$ cat config.mk
export PLATFORM = sky130hd
export DESIGN_NAME = spi_master
export DESIGN_NICKNAME = d
export VERILOG_FILES = /design/src/verilog/spi_pkg.sv /design/src/verilog/spi_regs.sv /design/src/verilog/spi_rpo.sv /design/src/verilog/spi_rpi.sv /design/src/verilog/spi_ser.sv /design/src/verilog/spi_master.sv
export SDC_FILE = /design/constraint.sdc
export NUM_CORES = 1
export LEC_CHECK = 0
export BUFFER_PORTS_ARGS = -buffer_cell sky130_fd_sc_hd__buf_2
export CAP_MARGIN = 20
export CELL_PAD_IN_SITES_DETAIL_PLACEMENT = 2
export CELL_PAD_IN_SITES_GLOBAL_PLACEMENT = 2
export CORE_AREA = 4 4 153 155
export CTS_BUF_LIST = sky130_fd_sc_hd__clkbuf_4
export DETAILED_ROUTE_END_ITERATION = 8
export DIE_AREA = 0 0 157 159
export GPL_ROUTABILITY_DRIVEN = 0
export PLACE_DENSITY_LB_ADDON = 0.1
export SLEW_MARGIN = 5
export SYNTH_ARGS = -nofsm -noshare
export SYNTH_HDL_FRONTEND = slang
export SYNTH_SLANG_ARGS = --single-unit
export TNS_END_PERCENT = 20
$ cat constraint.sdc
create_clock -name clk -period 5.55 [get_ports clk]
set_input_delay 0.555 -clock clk [delete_from_list [all_inputs] [get_ports clk]]
set_output_delay 0.555 -clock clk [all_outputs]
set_load 0.05 [all_outputs]
$ cat src/verilog/spi_pkg.sv
/* SPI master shared definitions */
package spi_pkg;

  localparam int SSW  = 8;   // slave select width
  localparam int SDW  = 8;   // serial byte
  localparam int CDW  = 32;  // command data word
  localparam int DIVW = 8;   // clock divider

  // register map, 4 to 7 undefined
  localparam logic [2:0] ADR_CFG = 3'd0;
  localparam logic [2:0] ADR_STS = 3'd1;  // {rxv, busy}
  localparam logic [2:0] ADR_DAT = 3'd2;  // tx on write, rx on read
  localparam logic [2:0] ADR_CTL = 3'd3;  // write launches a command

  // bus width, 2 and 3 both run quad
  typedef logic [1:0] iom_t;
  localparam iom_t IOM_SGL = 2'd0;
  localparam iom_t IOM_DUA = 2'd1;

  typedef struct packed {
    logic            ien;  // irq enable
    logic [2:0]      ssi;  // slave select index
    logic [DIVW-1:0] div;  // sclk half period is div+1 clocks
  } cfg_t;

  typedef struct packed {
    logic       ssh;  // hold select after last byte
    logic       die;  // data in, read in dual/quad
    iom_t       iom;
    logic [1:0] cnt;  // bytes minus one
  } cmo_ctl_t;

  typedef struct packed {
    cmo_ctl_t       ctl;
    logic [CDW-1:0] dat;
  } cmo_t;

  // serializer queue items
  typedef struct packed {
    logic [SDW-1:0] dat;
    iom_t           iom;
    logic           die;
    logic           ssh;
    logic           lst;  // final byte of command
  } que_o_t;

  typedef struct packed {
    logic [SDW-1:0] dat;
    logic           lst;
  } que_i_t;

  typedef logic [CDW-1:0] cmi_t;  // received word

endpackage

$ cat src/verilog/spi_regs.sv
/* SPI register block */
module spi_regs (
  input  logic          clk,
  input  logic          rst_i,
  // cpu register bus
  input  logic          reg_wen_i,
  input  logic          reg_ren_i,
  input  logic [2:0]    reg_adr_i,
  input  logic [31:0]   reg_wdt_i,
  output logic [31:0]   reg_rdt_o,
  output logic          reg_wrq_o,   // wait request
  output logic          reg_err_o,
  output logic          reg_irq_o,
  // serializer side
  output spi_pkg::cfg_t cfg_o,
  input  logic          busy_i,
  // command out
  output logic          cmo_vld_o,
  output spi_pkg::cmo_t cmo_o,
  input  logic          cmo_rdy_i,
  // command in
  input  logic          cmi_vld_i,
  input  spi_pkg::cmi_t cmi_i,
  output logic          cmi_rdy_o
);

  import spi_pkg::*;

  logic [CDW-1:0] dat_q;  // tx word for next command
  cmi_t           rxd_q;  // last received word
  logic           rxv_q;  // rx word waiting
  logic           busy;
  logic           wr_cfg;
  logic           wr_dat;
  logic           wr_ctl;
  logic           rd_dat;

  assign wr_cfg = reg_wen_i & (reg_adr_i == ADR_CFG);
  assign wr_dat = reg_wen_i & (reg_adr_i == ADR_DAT);
  assign wr_ctl = reg_wen_i & (reg_adr_i == ADR_CTL) & ~cmo_vld_o;
  assign rd_dat = reg_ren_i & (reg_adr_i == ADR_DAT);

  // ctl write stalls while previous command not taken yet
  assign reg_wrq_o = reg_wen_i & (reg_adr_i == ADR_CTL) & cmo_vld_o;
  assign reg_irq_o = rxv_q & cfg_o.ien;

  // pending, in flight, or word parked in rpi behind an empty rx slot
  assign busy = cmo_vld_o | busy_i | (cmi_vld_i & ~rxv_q);

  ////////////////////////////////////////////////////////////
  // write side
  ////////////////////////////////////////////////////////////

  always_ff @(posedge clk) begin
    if (rst_i) begin
      cfg_o <= '0;
    end else if (wr_cfg) begin
      cfg_o <= reg_wdt_i[$bits(cfg_t)-1:0];
    end
  end

  always_ff @(posedge clk) begin
    if (wr_dat) begin
      dat_q <= reg_wdt_i;
    end
  end

  always_ff @(posedge clk) begin
    if (rst_i) begin
      cmo_vld_o <= 1'b0;
      cmo_o.ctl <= '0;
    end else begin
      if (cmo_vld_o & cmo_rdy_i) begin
        cmo_vld_o <= 1'b0;  // taken by rpo
      end
      if (wr_ctl) begin
        cmo_vld_o <= 1'b1;
        cmo_o.ctl <= reg_wdt_i[$bits(cmo_ctl_t)-1:0];
        cmo_o.dat <= dat_q;  // snapshot, sw may reload DAT now
      end
    end
  end

  ////////////////////////////////////////////////////////////
  // receive side and read back
  ////////////////////////////////////////////////////////////

  assign cmi_rdy_o = ~rxv_q;  // one word deep

  always_ff @(posedge clk) begin
    if (rst_i) begin
      rxv_q <= 1'b0;
    end else begin
      if (rd_dat) rxv_q <= 1'b0;
      if (cmi_vld_i & cmi_rdy_o) rxv_q <= 1'b1;
    end
  end

  always_ff @(posedge clk) begin
    if (cmi_vld_i & cmi_rdy_o) begin
      rxd_q <= cmi_i;
    end
  end

  always_ff @(posedge clk) begin
    if (reg_ren_i) begin
      case (reg_adr_i)
        ADR_CFG: reg_rdt_o <= 32'(cfg_o);
        ADR_STS: reg_rdt_o <= {30'd0, rxv_q, busy};
        ADR_DAT: reg_rdt_o <= rxd_q;
        ADR_CTL: reg_rdt_o <= 32'(cmo_o.ctl);
        default: reg_rdt_o <= '0;
      endcase
    end
  end

  // error one cycle after an undefined access
  always_ff @(posedge clk) begin
    if (rst_i) begin
      reg_err_o <= 1'b0;
    end else begin
      reg_err_o <= (reg_wen_i | reg_ren_i) & (reg_adr_i > ADR_CTL);
    end
  end

endmodule

$ cat src/verilog/spi_rpo.sv
/* command to byte queue */
module spi_rpo (
  input  logic            clk,
  input  logic            rst_i,
  // command in
  input  logic            cmd_vld_i,
  input  spi_pkg::cmo_t   cmd_i,
  output logic            cmd_rdy_o,
  // byte queue out
  output logic            que_vld_o,
  output spi_pkg::que_o_t que_o,
  input  logic            que_rdy_i
);

  import spi_pkg::*;

  cmo_t       cmd_q;   // held command
  logic [1:0] idx_q;   // current byte, counts down to 0
  logic       full_q;
  logic       lst;

  assign cmd_rdy_o = ~full_q;  // only when empty
  assign que_vld_o = full_q;
  assign lst       = (idx_q == 2'd0);

  // highest selected byte goes first
  always_comb begin
    que_o.dat = cmd_q.dat[idx_q*SDW +: SDW];
    que_o.iom = cmd_q.ctl.iom;
    que_o.die = cmd_q.ctl.die;
    que_o.ssh = cmd_q.ctl.ssh;
    que_o.lst = lst;
  end

  always_ff @(posedge clk) begin
    if (rst_i) begin
      full_q <= 1'b0;
      idx_q  <= 2'd0;
    end else if (cmd_vld_i & cmd_rdy_o) begin
      full_q <= 1'b1;
      idx_q  <= cmd_i.ctl.cnt;
    end else if (que_vld_o & que_rdy_i) begin
      if (lst) begin
        full_q <= 1'b0;  // bits 7..0 gone
      end else begin
        idx_q <= idx_q - 2'd1;
      end
    end
  end

  always_ff @(posedge clk) begin
    if (cmd_vld_i & cmd_rdy_o) begin
      cmd_q <= cmd_i;
    end
  end

endmodule

$ cat src/verilog/spi_rpi.sv
/* received bytes to word */
module spi_rpi (
  input  logic            clk,
  input  logic            rst_i,
  // byte queue in
  input  logic            que_vld_i,
  input  spi_pkg::que_i_t que_i,
  output logic            que_rdy_o,
  // word out
  output logic            cmd_vld_o,
  output spi_pkg::cmi_t   cmd_o,
  input  logic            cmd_rdy_i
);

  import spi_pkg::*;

  cmi_t word_q;  // assembly word
  logic fst_q;   // next byte opens a command
  logic vld_q;
  logic acc;

  // stall serializer while a finished word is parked
  assign que_rdy_o = ~vld_q;
  assign acc       = que_vld_i & que_rdy_o;
  assign cmd_vld_o = vld_q;
  assign cmd_o     = word_q;

  always_ff @(posedge clk) begin
    if (rst_i) begin
      fst_q <= 1'b1;
      vld_q <= 1'b0;
    end else begin
      if (vld_q & cmd_rdy_i) vld_q <= 1'b0;
      if (acc) begin
        fst_q <= que_i.lst;
        if (que_i.lst) vld_q <= 1'b1;  // word complete
      end
    end
  end

  // shift in from the right, cleared on first byte
  always_ff @(posedge clk) begin
    if (acc) begin
      if (fst_q) begin
        word_q <= {{(CDW-SDW){1'b0}}, que_i.dat};
      end else begin
        word_q <= {word_q[CDW-SDW-1:0], que_i.dat};
      end
    end
  end

endmodule

$ cat src/verilog/spi_ser.sv
/* SPI serializer, mode 0 */
module spi_ser (
  input  logic                    clk,
  input  logic                    rst_i,
  input  spi_pkg::cfg_t           cfg_i,
  output logic                    busy_o,
  // output byte queue
  input  logic                    quo_vld_i,
  input  spi_pkg::que_o_t         quo_i,
  output logic                    quo_rdy_o,
  // input byte queue
  output logic                    qui_vld_o,
  output spi_pkg::que_i_t         qui_o,
  input  logic                    qui_rdy_i,
  // pins
  output logic                    spi_sclk_o,
  output logic                    spi_sclk_e_o,
  input  logic [3:0]              spi_sio_i,
  output logic [3:0]              spi_sio_o,
  output logic [3:0]              spi_sio_e_o,
  output logic [spi_pkg::SSW-1:0] spi_ss_o,
  output logic [spi_pkg::SSW-1:0] spi_ss_e_o
);

  import spi_pkg::*;

  typedef enum logic [1:0] {ST_IDL, ST_LO, ST_HI, ST_SSD} st_t;

  st_t             st_q;
  logic [DIVW-1:0] div_q;   // half period counter
  logic            tick;    // half period elapsed
  logic [2:0]      bit_q;   // sclk periods left minus one
  logic [SDW-1:0]  tx_q;
  logic [SDW-1:0]  rx_q;
  logic [SDW-1:0]  tx_nxt;
  logic [SDW-1:0]  rx_nxt;
  iom_t            iom_q;
  logic            die_q;
  logic            ssh_q;
  logic            lst_q;
  logic            sclk_q;
  logic [SSW-1:0]  ss_q;
  logic            ld;      // byte taken from queue

  assign tick      = (div_q >= cfg_i.div);
  assign quo_rdy_o = (st_q == ST_IDL) & ~qui_vld_o;  // rx item must be gone first
  assign ld        = quo_vld_i & quo_rdy_o;
  assign busy_o    = quo_vld_i | (st_q != ST_IDL) | qui_vld_o;

  assign spi_sclk_o   = sclk_q;
  assign spi_sclk_e_o = |ss_q;
  assign spi_ss_o     = ss_q;
  assign spi_ss_e_o   = {SSW{|ss_q}};
  assign qui_o.dat    = rx_q;
  assign qui_o.lst    = lst_q;

  // msb first, 1/2/4 bits per sclk period
  always_comb begin
    case (iom_q)
      IOM_SGL: begin
        tx_nxt = {tx_q[SDW-2:0], 1'b0};
        rx_nxt = {rx_q[SDW-2:0], spi_sio_i[1]};  // miso
      end
      IOM_DUA: begin
        tx_nxt = {tx_q[SDW-3:0], 2'b00};
        rx_nxt = {rx_q[SDW-3:0], spi_sio_i[1:0] & {2{die_q}}};
      end
      default: begin  // quad
        tx_nxt = {tx_q[SDW-5:0], 4'h0};
        rx_nxt = {rx_q[SDW-5:0], spi_sio_i & {4{die_q}}};
      end
    endcase
  end

  always_comb begin
    spi_sio_o   = 4'h0;
    spi_sio_e_o = 4'h0;
    case (iom_q)
      IOM_SGL: begin
        spi_sio_o[0] = tx_q[SDW-1];
        spi_sio_e_o  = 4'b0001;  // full duplex always
      end
      IOM_DUA: begin
        spi_sio_o[1:0] = tx_q[SDW-1 -: 2];
        spi_sio_e_o    = {2'b00, {2{~die_q}}};
      end
      default: begin
        spi_sio_o   = tx_q[SDW-1 -: 4];
        spi_sio_e_o = {4{~die_q}};
      end
    endcase
    if (ss_q == '0) spi_sio_e_o = 4'h0;  // bus released when deselected
  end

  ////////////////////////////////////////////////////////////
  // sequencer
  ////////////////////////////////////////////////////////////

  always_ff @(posedge clk) begin
    if (rst_i) begin
      st_q      <= ST_IDL;
      div_q     <= '0;
      bit_q     <= 3'd0;
      tx_q      <= '0;
      iom_q     <= IOM_SGL;
      die_q     <= 1'b0;
      ssh_q     <= 1'b0;
      lst_q     <= 1'b0;
      sclk_q    <= 1'b0;
      ss_q      <= '0;
      qui_vld_o <= 1'b0;
    end else begin
      if (st_q == ST_IDL || tick) begin
        div_q <= '0;
      end else begin
        div_q <= div_q + 1'b1;
      end
      if (qui_vld_o & qui_rdy_i) qui_vld_o <= 1'b0;
      case (st_q)
        ST_IDL: if (ld) begin
          st_q  <= ST_LO;  // data out, select up half period before rise
          tx_q  <= quo_i.dat;
          iom_q <= quo_i.iom;
          die_q <= quo_i.die;
          ssh_q <= quo_i.ssh;
          lst_q <= quo_i.lst;
          bit_q <= (quo_i.iom == IOM_SGL) ? 3'd7 : (quo_i.iom == IOM_DUA) ? 3'd3 : 3'd1;
          ss_q  <= SSW'(1) << cfg_i.ssi;
        end
        ST_LO: if (tick) begin
          st_q   <= ST_HI;
          sclk_q <= 1'b1;  // rising edge, slave samples
        end
        ST_HI: if (tick) begin
          sclk_q <= 1'b0;
          if (bit_q == 3'd0) begin
            qui_vld_o <= 1'b1;  // byte done on last fall
            st_q      <= (lst_q & ~ssh_q) ? ST_SSD : ST_IDL;
          end else begin
            bit_q <= bit_q - 3'd1;
            tx_q  <= tx_nxt;  // change on falling edge
            st_q  <= ST_LO;
          end
        end
        ST_SSD: if (tick) begin
          ss_q <= '0;  // half period after last fall
          st_q <= ST_IDL;
        end
        default: st_q <= ST_IDL;
      endcase
    end
  end

  // capture at the rising edge
  always_ff @(posedge clk) begin
    if (st_q == ST_LO && tick) begin
      rx_q <= rx_nxt;
    end
  end

endmodule

$ cat src/verilog/spi_master.sv
/* SPI master top */
module spi_master (
  input  logic                    clk,
  input  logic                    rst_i,
  // register bus
  input  logic                    reg_wen_i,
  input  logic                    reg_ren_i,
  input  logic [2:0]              reg_adr_i,
  input  logic [31:0]             reg_wdt_i,
  output logic [31:0]             reg_rdt_o,
  output logic                    reg_wrq_o,
  output logic                    reg_err_o,
  output logic                    reg_irq_o,
  // SPI pins
  output logic                    spi_sclk_o,
  output logic                    spi_sclk_e_o,
  input  logic [3:0]              spi_sio_i,
  output logic [3:0]              spi_sio_o,
  output logic [3:0]              spi_sio_e_o,
  output logic [spi_pkg::SSW-1:0] spi_ss_o,
  output logic [spi_pkg::SSW-1:0] spi_ss_e_o
);

  import spi_pkg::*;

  cfg_t   cfg;
  logic   busy;
  logic   cmo_vld;   // regs to rpo
  cmo_t   cmo;
  logic   cmo_rdy;
  logic   quo_vld;   // rpo to ser
  que_o_t quo;
  logic   quo_rdy;
  logic   qui_vld;   // ser to rpi
  que_i_t qui;
  logic   qui_rdy;
  logic   cmi_vld;   // rpi to regs
  cmi_t   cmi;
  logic   cmi_rdy;

  spi_regs regs (
    .clk, .rst_i, .reg_wen_i, .reg_ren_i, .reg_adr_i, .reg_wdt_i,
    .reg_rdt_o, .reg_wrq_o, .reg_err_o, .reg_irq_o,
    .cfg_o (cfg), .busy_i (busy),
    .cmo_vld_o (cmo_vld), .cmo_o (cmo), .cmo_rdy_i (cmo_rdy),
    .cmi_vld_i (cmi_vld), .cmi_i (cmi), .cmi_rdy_o (cmi_rdy)
  );

  spi_rpo rpo (
    .clk, .rst_i,
    .cmd_vld_i (cmo_vld), .cmd_i (cmo), .cmd_rdy_o (cmo_rdy),
    .que_vld_o (quo_vld), .que_o (quo), .que_rdy_i (quo_rdy)
  );

  spi_ser ser (
    .clk, .rst_i, .cfg_i (cfg), .busy_o (busy),
    .quo_vld_i (quo_vld), .quo_i (quo), .quo_rdy_o (quo_rdy),
    .qui_vld_o (qui_vld), .qui_o (qui), .qui_rdy_i (qui_rdy),
    .spi_sclk_o, .spi_sclk_e_o, .spi_sio_i, .spi_sio_o, .spi_sio_e_o,
    .spi_ss_o, .spi_ss_e_o
  );

  spi_rpi rpi (
    .clk, .rst_i,
    .que_vld_i (qui_vld), .que_i (qui), .que_rdy_o (qui_rdy),
    .cmd_vld_o (cmi_vld), .cmd_o (cmi), .cmd_rdy_i (cmi_rdy)
  );

endmodule

Word-level counts from Yosys, hierarchy flattened
Cells that the tools add are included.

Output and inout bits: 61. Bits in registers: 266. Logic and storage cells: 162.

Bitwise operators: 29. Shift operators: 2. Magnitude comparators: 2. Muxes and demuxes: 48. Eq/ne operators: 14. Reductions and logical operators: 28. $add $sub $neg: 3.

Operators by type and width (number): $pmux 32 s4 (1); $pmux 8 s2 (4); $mux 8 (5); $shiftx 32x6->8 (1); $mux 2 (11); $mux 1 (16); $reduce_bool 2->1 (8); $and 1x1->1 (14); $mux 3 (4); $add 8x1->8 const B (1); $ge 8x8->1 (1); $logic_not 2->1 (4); $logic_not 8->1 (1); $ne 2x1->1 const B (4); $not 1->1 (8); $pmux 2 s4 (1); $pmux 4 s2 (1); $reduce_and 2->1 (4); $reduce_and 4->1 (2); $reduce_or 8->1 (1); $shl 1x3->8 const A (1); $eq 2x1->1 const B (3); $eq 3x2->1 const B (2); $logic_not 3->1 (2); other kinds (16) (26).

Depth between registers and ports, before layout
Word-level depth: 6. Gate-level depth with buffers: 10. Gate-level depth less buffers: 7.

By module
A second synthesis with hierarchy kept.

Cell total of the unflattened synthesis: 725. Area, all modules: 10397.5 um^2.

By module, submodules not included: spi_regs (times used 1, area each 5123.7 um^2, cells each 293); spi_ser (times used 1, area each 2565.0 um^2, cells each 295); spi_rpo (times used 1, area each 1487.7 um^2, cells each 70); spi_rpi (times used 1, area each 1221.2 um^2, cells each 67).

Worst setup path before layout
OpenSTA, ideal clock, no wires.

Kind: input to register. Start: in reg_adr_i[1]. End: reg regs.cmo_o[0] (netlist bit), enable pin. Required time: 5089 ps. Arrival: 3195 ps. Stages: 3. Slack: 1894 ps. Cell sequence: clkbuf_1 > nand4b_1 > nor3_1.

Cells in the longest elaborated chain, start to end: 4.

Ends and longest elaborated chain: start, declared (RTL line spi_master.sv:8) `input logic [2:0] reg_adr_i,`; $eq 3x2->1 (RTL line spi_regs.sv:40) `assign wr_ctl = reg_wen_i & (reg_adr_i == ADR_CTL) & ~cmo_vld_o;`; $and 1x1->1 (2 in a row) (RTL line spi_regs.sv:40); $reduce_and 2->1 (no source line); end, declared (RTL line spi_regs.sv:19) `output spi_pkg::cmo_t cmo_o,`.

No other way between the ends. A chain may end at the register's enable or synchronous reset.

Worst setup path after layout
Start: reg ser.iom_q[0]. End: out spi_sio_e_o[0].

Cells in the longest elaborated chain, start to end: 3. Elaborated cells on any way between the ends: 4. Those cells by class: eq/ne (1); mux (2); reduce/logical (1).

Ends and longest elaborated chain: start, declared (RTL line spi_ser.sv:37) `iom_t iom_q;`; start signal, assigned (RTL line spi_ser.sv:123) `iom_q <= quo_i.iom;`; $eq 2x1->1 or $logic_not 2->1 (tied branches) (RTL line spi_ser.sv:78) `case (iom_q)`; $pmux 4 s2 * (RTL line spi_ser.sv:78); $mux 4 * (RTL line spi_ser.sv:92) `if (ss_q == '0) spi_sio_e_o = 4'h0;`; end, declared (RTL line spi_master.sv:19) `output logic [3:0] spi_sio_e_o,`.

Mark *: on every way between the ends. The rest lies on a longest branch, timed or not.

==> key figures <==
Floorplanning
  – Die Wd: 157 um
  – Core ar.: 21800 um2
  – Die Footprint: 25000 um2
  – Io pins: 104
  – Rows: 54
  – Starting density of the core: 47.1%
  – Chip height: 159 um

Cells and area
  – Commonest non-fill, non-tap cell in the layout: edfxtp_1
  – Layout cell share with drive strength beyond 1: 29.0%
  – Most frequent cells in the layout: 204 x edfxtp_1, 122 x clkbuf_4, 103 x buf_2
  – Area Growth Syn to Fin: 19.1%
  – Final instance area: around 12000 um2
  – Post-layout util: a little under three fifths
  – Final nets: between 900 and 1000
  – Layout Cells excl Fill: around 1200

Synth
  – Yosys warning total: 0
  – Synth Flop Type: edfxtp_1
  – Cell count after synthesis: ~730
  – Post-Syn Nets: 785
  – Share of flip-flops with an asynchronous set or reset: 0%
  – Seq cells post-synth: 266
  – Mean post-synth cell area: 14.2 um2
  – Synthesized cell area: slightly above 10000 um2
  – Yosys cell types: 53
  – Number of synthesized flops with an enable pin: 204
  – Sequential cell area fraction in the yosys report: 71.6%

Place
  – Post-Place Cells: 1077
  – DP Area: ~11000 um2
  – Port Buf Inserts: 103
  – Dpl hpwl: roughly 21000 um
  – Dpl ws: 2.36 ns

Route
  – Post-DRT Antenna Nets: 0
  – Met1 wire length: between 10000 and 15000 um
  – Via count: 7353
  – Met3 WL: 2810 um
  – DRC Markers: 0
  – Top sig layer: met5
  – Initial DRC Count: 721
  – WL met2: 20700 um
  – WL/cell: 32.8 um
  – Routed wire length: about 41000 um
  – Vias/cell: 5.94
  – DRT Pass-1 Iters: 5

Clocking
  – Skew-Pair Late Insertion Delay: slightly below 0.8 ns
  – Root Buffer Master: clkbuf_4
  – Worst-path clk slew: ~0.09 ns
  – TritonCTS clock tree: built
  – Sink Count: 266
  – Bufs on Longest Clock Path: 3
  – PostCTS Resize Cnt: 0
  – CTS H-tree depth: 3
  – Total CTS buffers: between 70 and 80

Global route
  – Overflow after GRT: 0
  – Global-route wire length before repair: 57800 um
  – Vias in the first global route: 8193
  – Tot GR Track Use: 32.3%
  – Largest net degree at the start of global routing: 58
  – Initial antenna violation count: 4

STA
  – Max frequency: 300 MHz
  – Setup violators final: 0
  – Hold Vio Cnt, Final: 0
  – Setup_tns: 0 ns
  – Minimum clock period: 3.33 ns
  – Setup Skew: 0.0756 ns
  – Relative slew slack: 29.8%
  – Hold_ws: 0.0312 ns
  – Part of the cycle the worst path needs: 60.1%
  – Final setup margin: 2.22 ns
  – Fin. max-slew vios: 0
  – RSZ-0062 raised after global routing: no
  – Worst slew pin tran: 1.05 ns

Pwr
  – VDD IR max: 0.241 mV
  – Cell area power density: between 400 and 500 nW/um2
  – Lkg Pwr: 4.49 nW
  – Final Power: 5.12 mW

Critical path
  – RR Endpoint: ser.tx_q[3]
  – CP arrival: 2.78 ns
  – Reg2reg path depth: 7
  – End point of the critical path: spi_sio_e_o[0]
  – CP max FO: 11
  – R2R Setup Slk: around 2.2 ns
  – Crit. Startpoint: ser.iom_q[0]
  – Critical path launch point type: register
  – Worst R2R Start: regs.cfg_o[7]
  – Critical path class: reg2out
  – Crit. End Element: output port
  – Crit path required time: 4.99 ns

Status
  – Status: complete, no violations

Run
  – Max-cap viol count: 0

Hold path
  – Hold/Removal Path Class: in2reg
==> layout make-up <==
| type | count | area, um2 |
|---|---|---|
| flip-flops and latches | 266 | 7370 |
| clock buffers | 122 | 916 |
| inverters | 26 | 97.6 |
| clock inverters | 9 | 62.6 |
| diodes | 4 | 10.0 |
| repair buffers | 138 | 843 |
| multi-input cells | 392 | 2610 |
| fillers | 2001 | 9570 |
| well taps | 280 | 350 |
==> worst max-delay path, stage by stage (launching register included) <==
cell	delay, ns
dfxtp_1	0.54
buf_4	0.32
nor2_1	0.63
inv_1	0.09
a21oi_1	0.16
buf_2	0.27
==> kinds of logic (layout without fill, tap and decap cells) <==
| family | after synthesis | count (layout) | synth area share, % |
|---|---|---|---|
| AOI/OAI and AO/OA | 111 | 111 | 6.65 |
| xor gates and xnor gates | 7 | 7 | 0.596 |
| adders and majority gates | 17 | 17 | 2.07 |
| buffers and inverters | 67 | 295 | 3.17 |
| DFF | 266 | 266 | 71.6 |
| muxes | 43 | 43 | 5.35 |
| other | 0 | 4 | 0 |
| and+or+nand+nor | 214 | 214 | 10.6 |
==> metal layers <==
layer  global-route usage (%)  vias to the layer above
met1                     37.3                     3754
met3                     8.10                      154
met4                     18.5                        2
li1                         -                     3006
met2                     54.1                      437
met5                        0                        -
==> how the worst min path moves through the flow <==
stage / cells after the start / endpoint / slack, ns / start
after detailed placement: 0 / regs.cmo_o[25] / 0.41 / regs.dat_q[25]
after CTS: 1 / regs.dat_q[7] / 0.0008 / reg_wdt_i[7]
after global routing: 1 / regs.dat_q[8] / 0.02 / reg_wdt_i[8]
final: 1 / regs.dat_q[8] / 0.03 / reg_wdt_i[8]
after global placement: 0 / regs.cmo_o[11] / 0.40 / regs.dat_q[11]
after floorplan: 0 / regs.cmo_o[0] / 0.40 / regs.dat_q[0]
==> where the power goes <==
part | total (mW) | internal [mW] | switching, mW
combinational | 0.737 | 0.189 | 0.548
clock | 2.04 | 1.03 | 1.00
sequential | 2.34 | 2.25 | 0.0916
==> flip-flops by register name, summed over array words and instances (netlist names), 3 cells and up <==
register        cells
ser.bit_q           3
rpi.cmd_o          32
regs.rxd_q         32
ser.rx_q            8
regs.cmo_o         38
ser.spi_ss_o        8
ser.div_q           8
ser.tx_q            8
rpo.que_o           4
regs.dat_q         32
regs.cfg_o         12
rpo.cmd_q          32
regs.reg_rdt_o     32
==> synth_stat cells (8+ instances only) <==
cell type	instances	area share, %
nor2b_1	31	1.9
ha_1	17	2.1
nand3_1	9	0.44
clkbuf_1	18	0.66
mux2i_1	28	2.7
o21ai_0	36	1.8
nand2_1	62	2.3
and2_1	25	1.5
a21oi_1	44	2.1
edfxtp_1	204	60
nor2_1	47	1.7
buf_4	12	0.88
dfxtp_1	62	12
mux4_2	9	2.0
inv_1	26	0.95
a22oi_1	8	0.58
==> what timing repair did <==
action / CTS / global route
hold buffers: 22 / 1
buffers inserted: 0 / 0
hold endpoints to repair: 22 / 1
No activity file was read; power rests on OpenSTA's default activity.
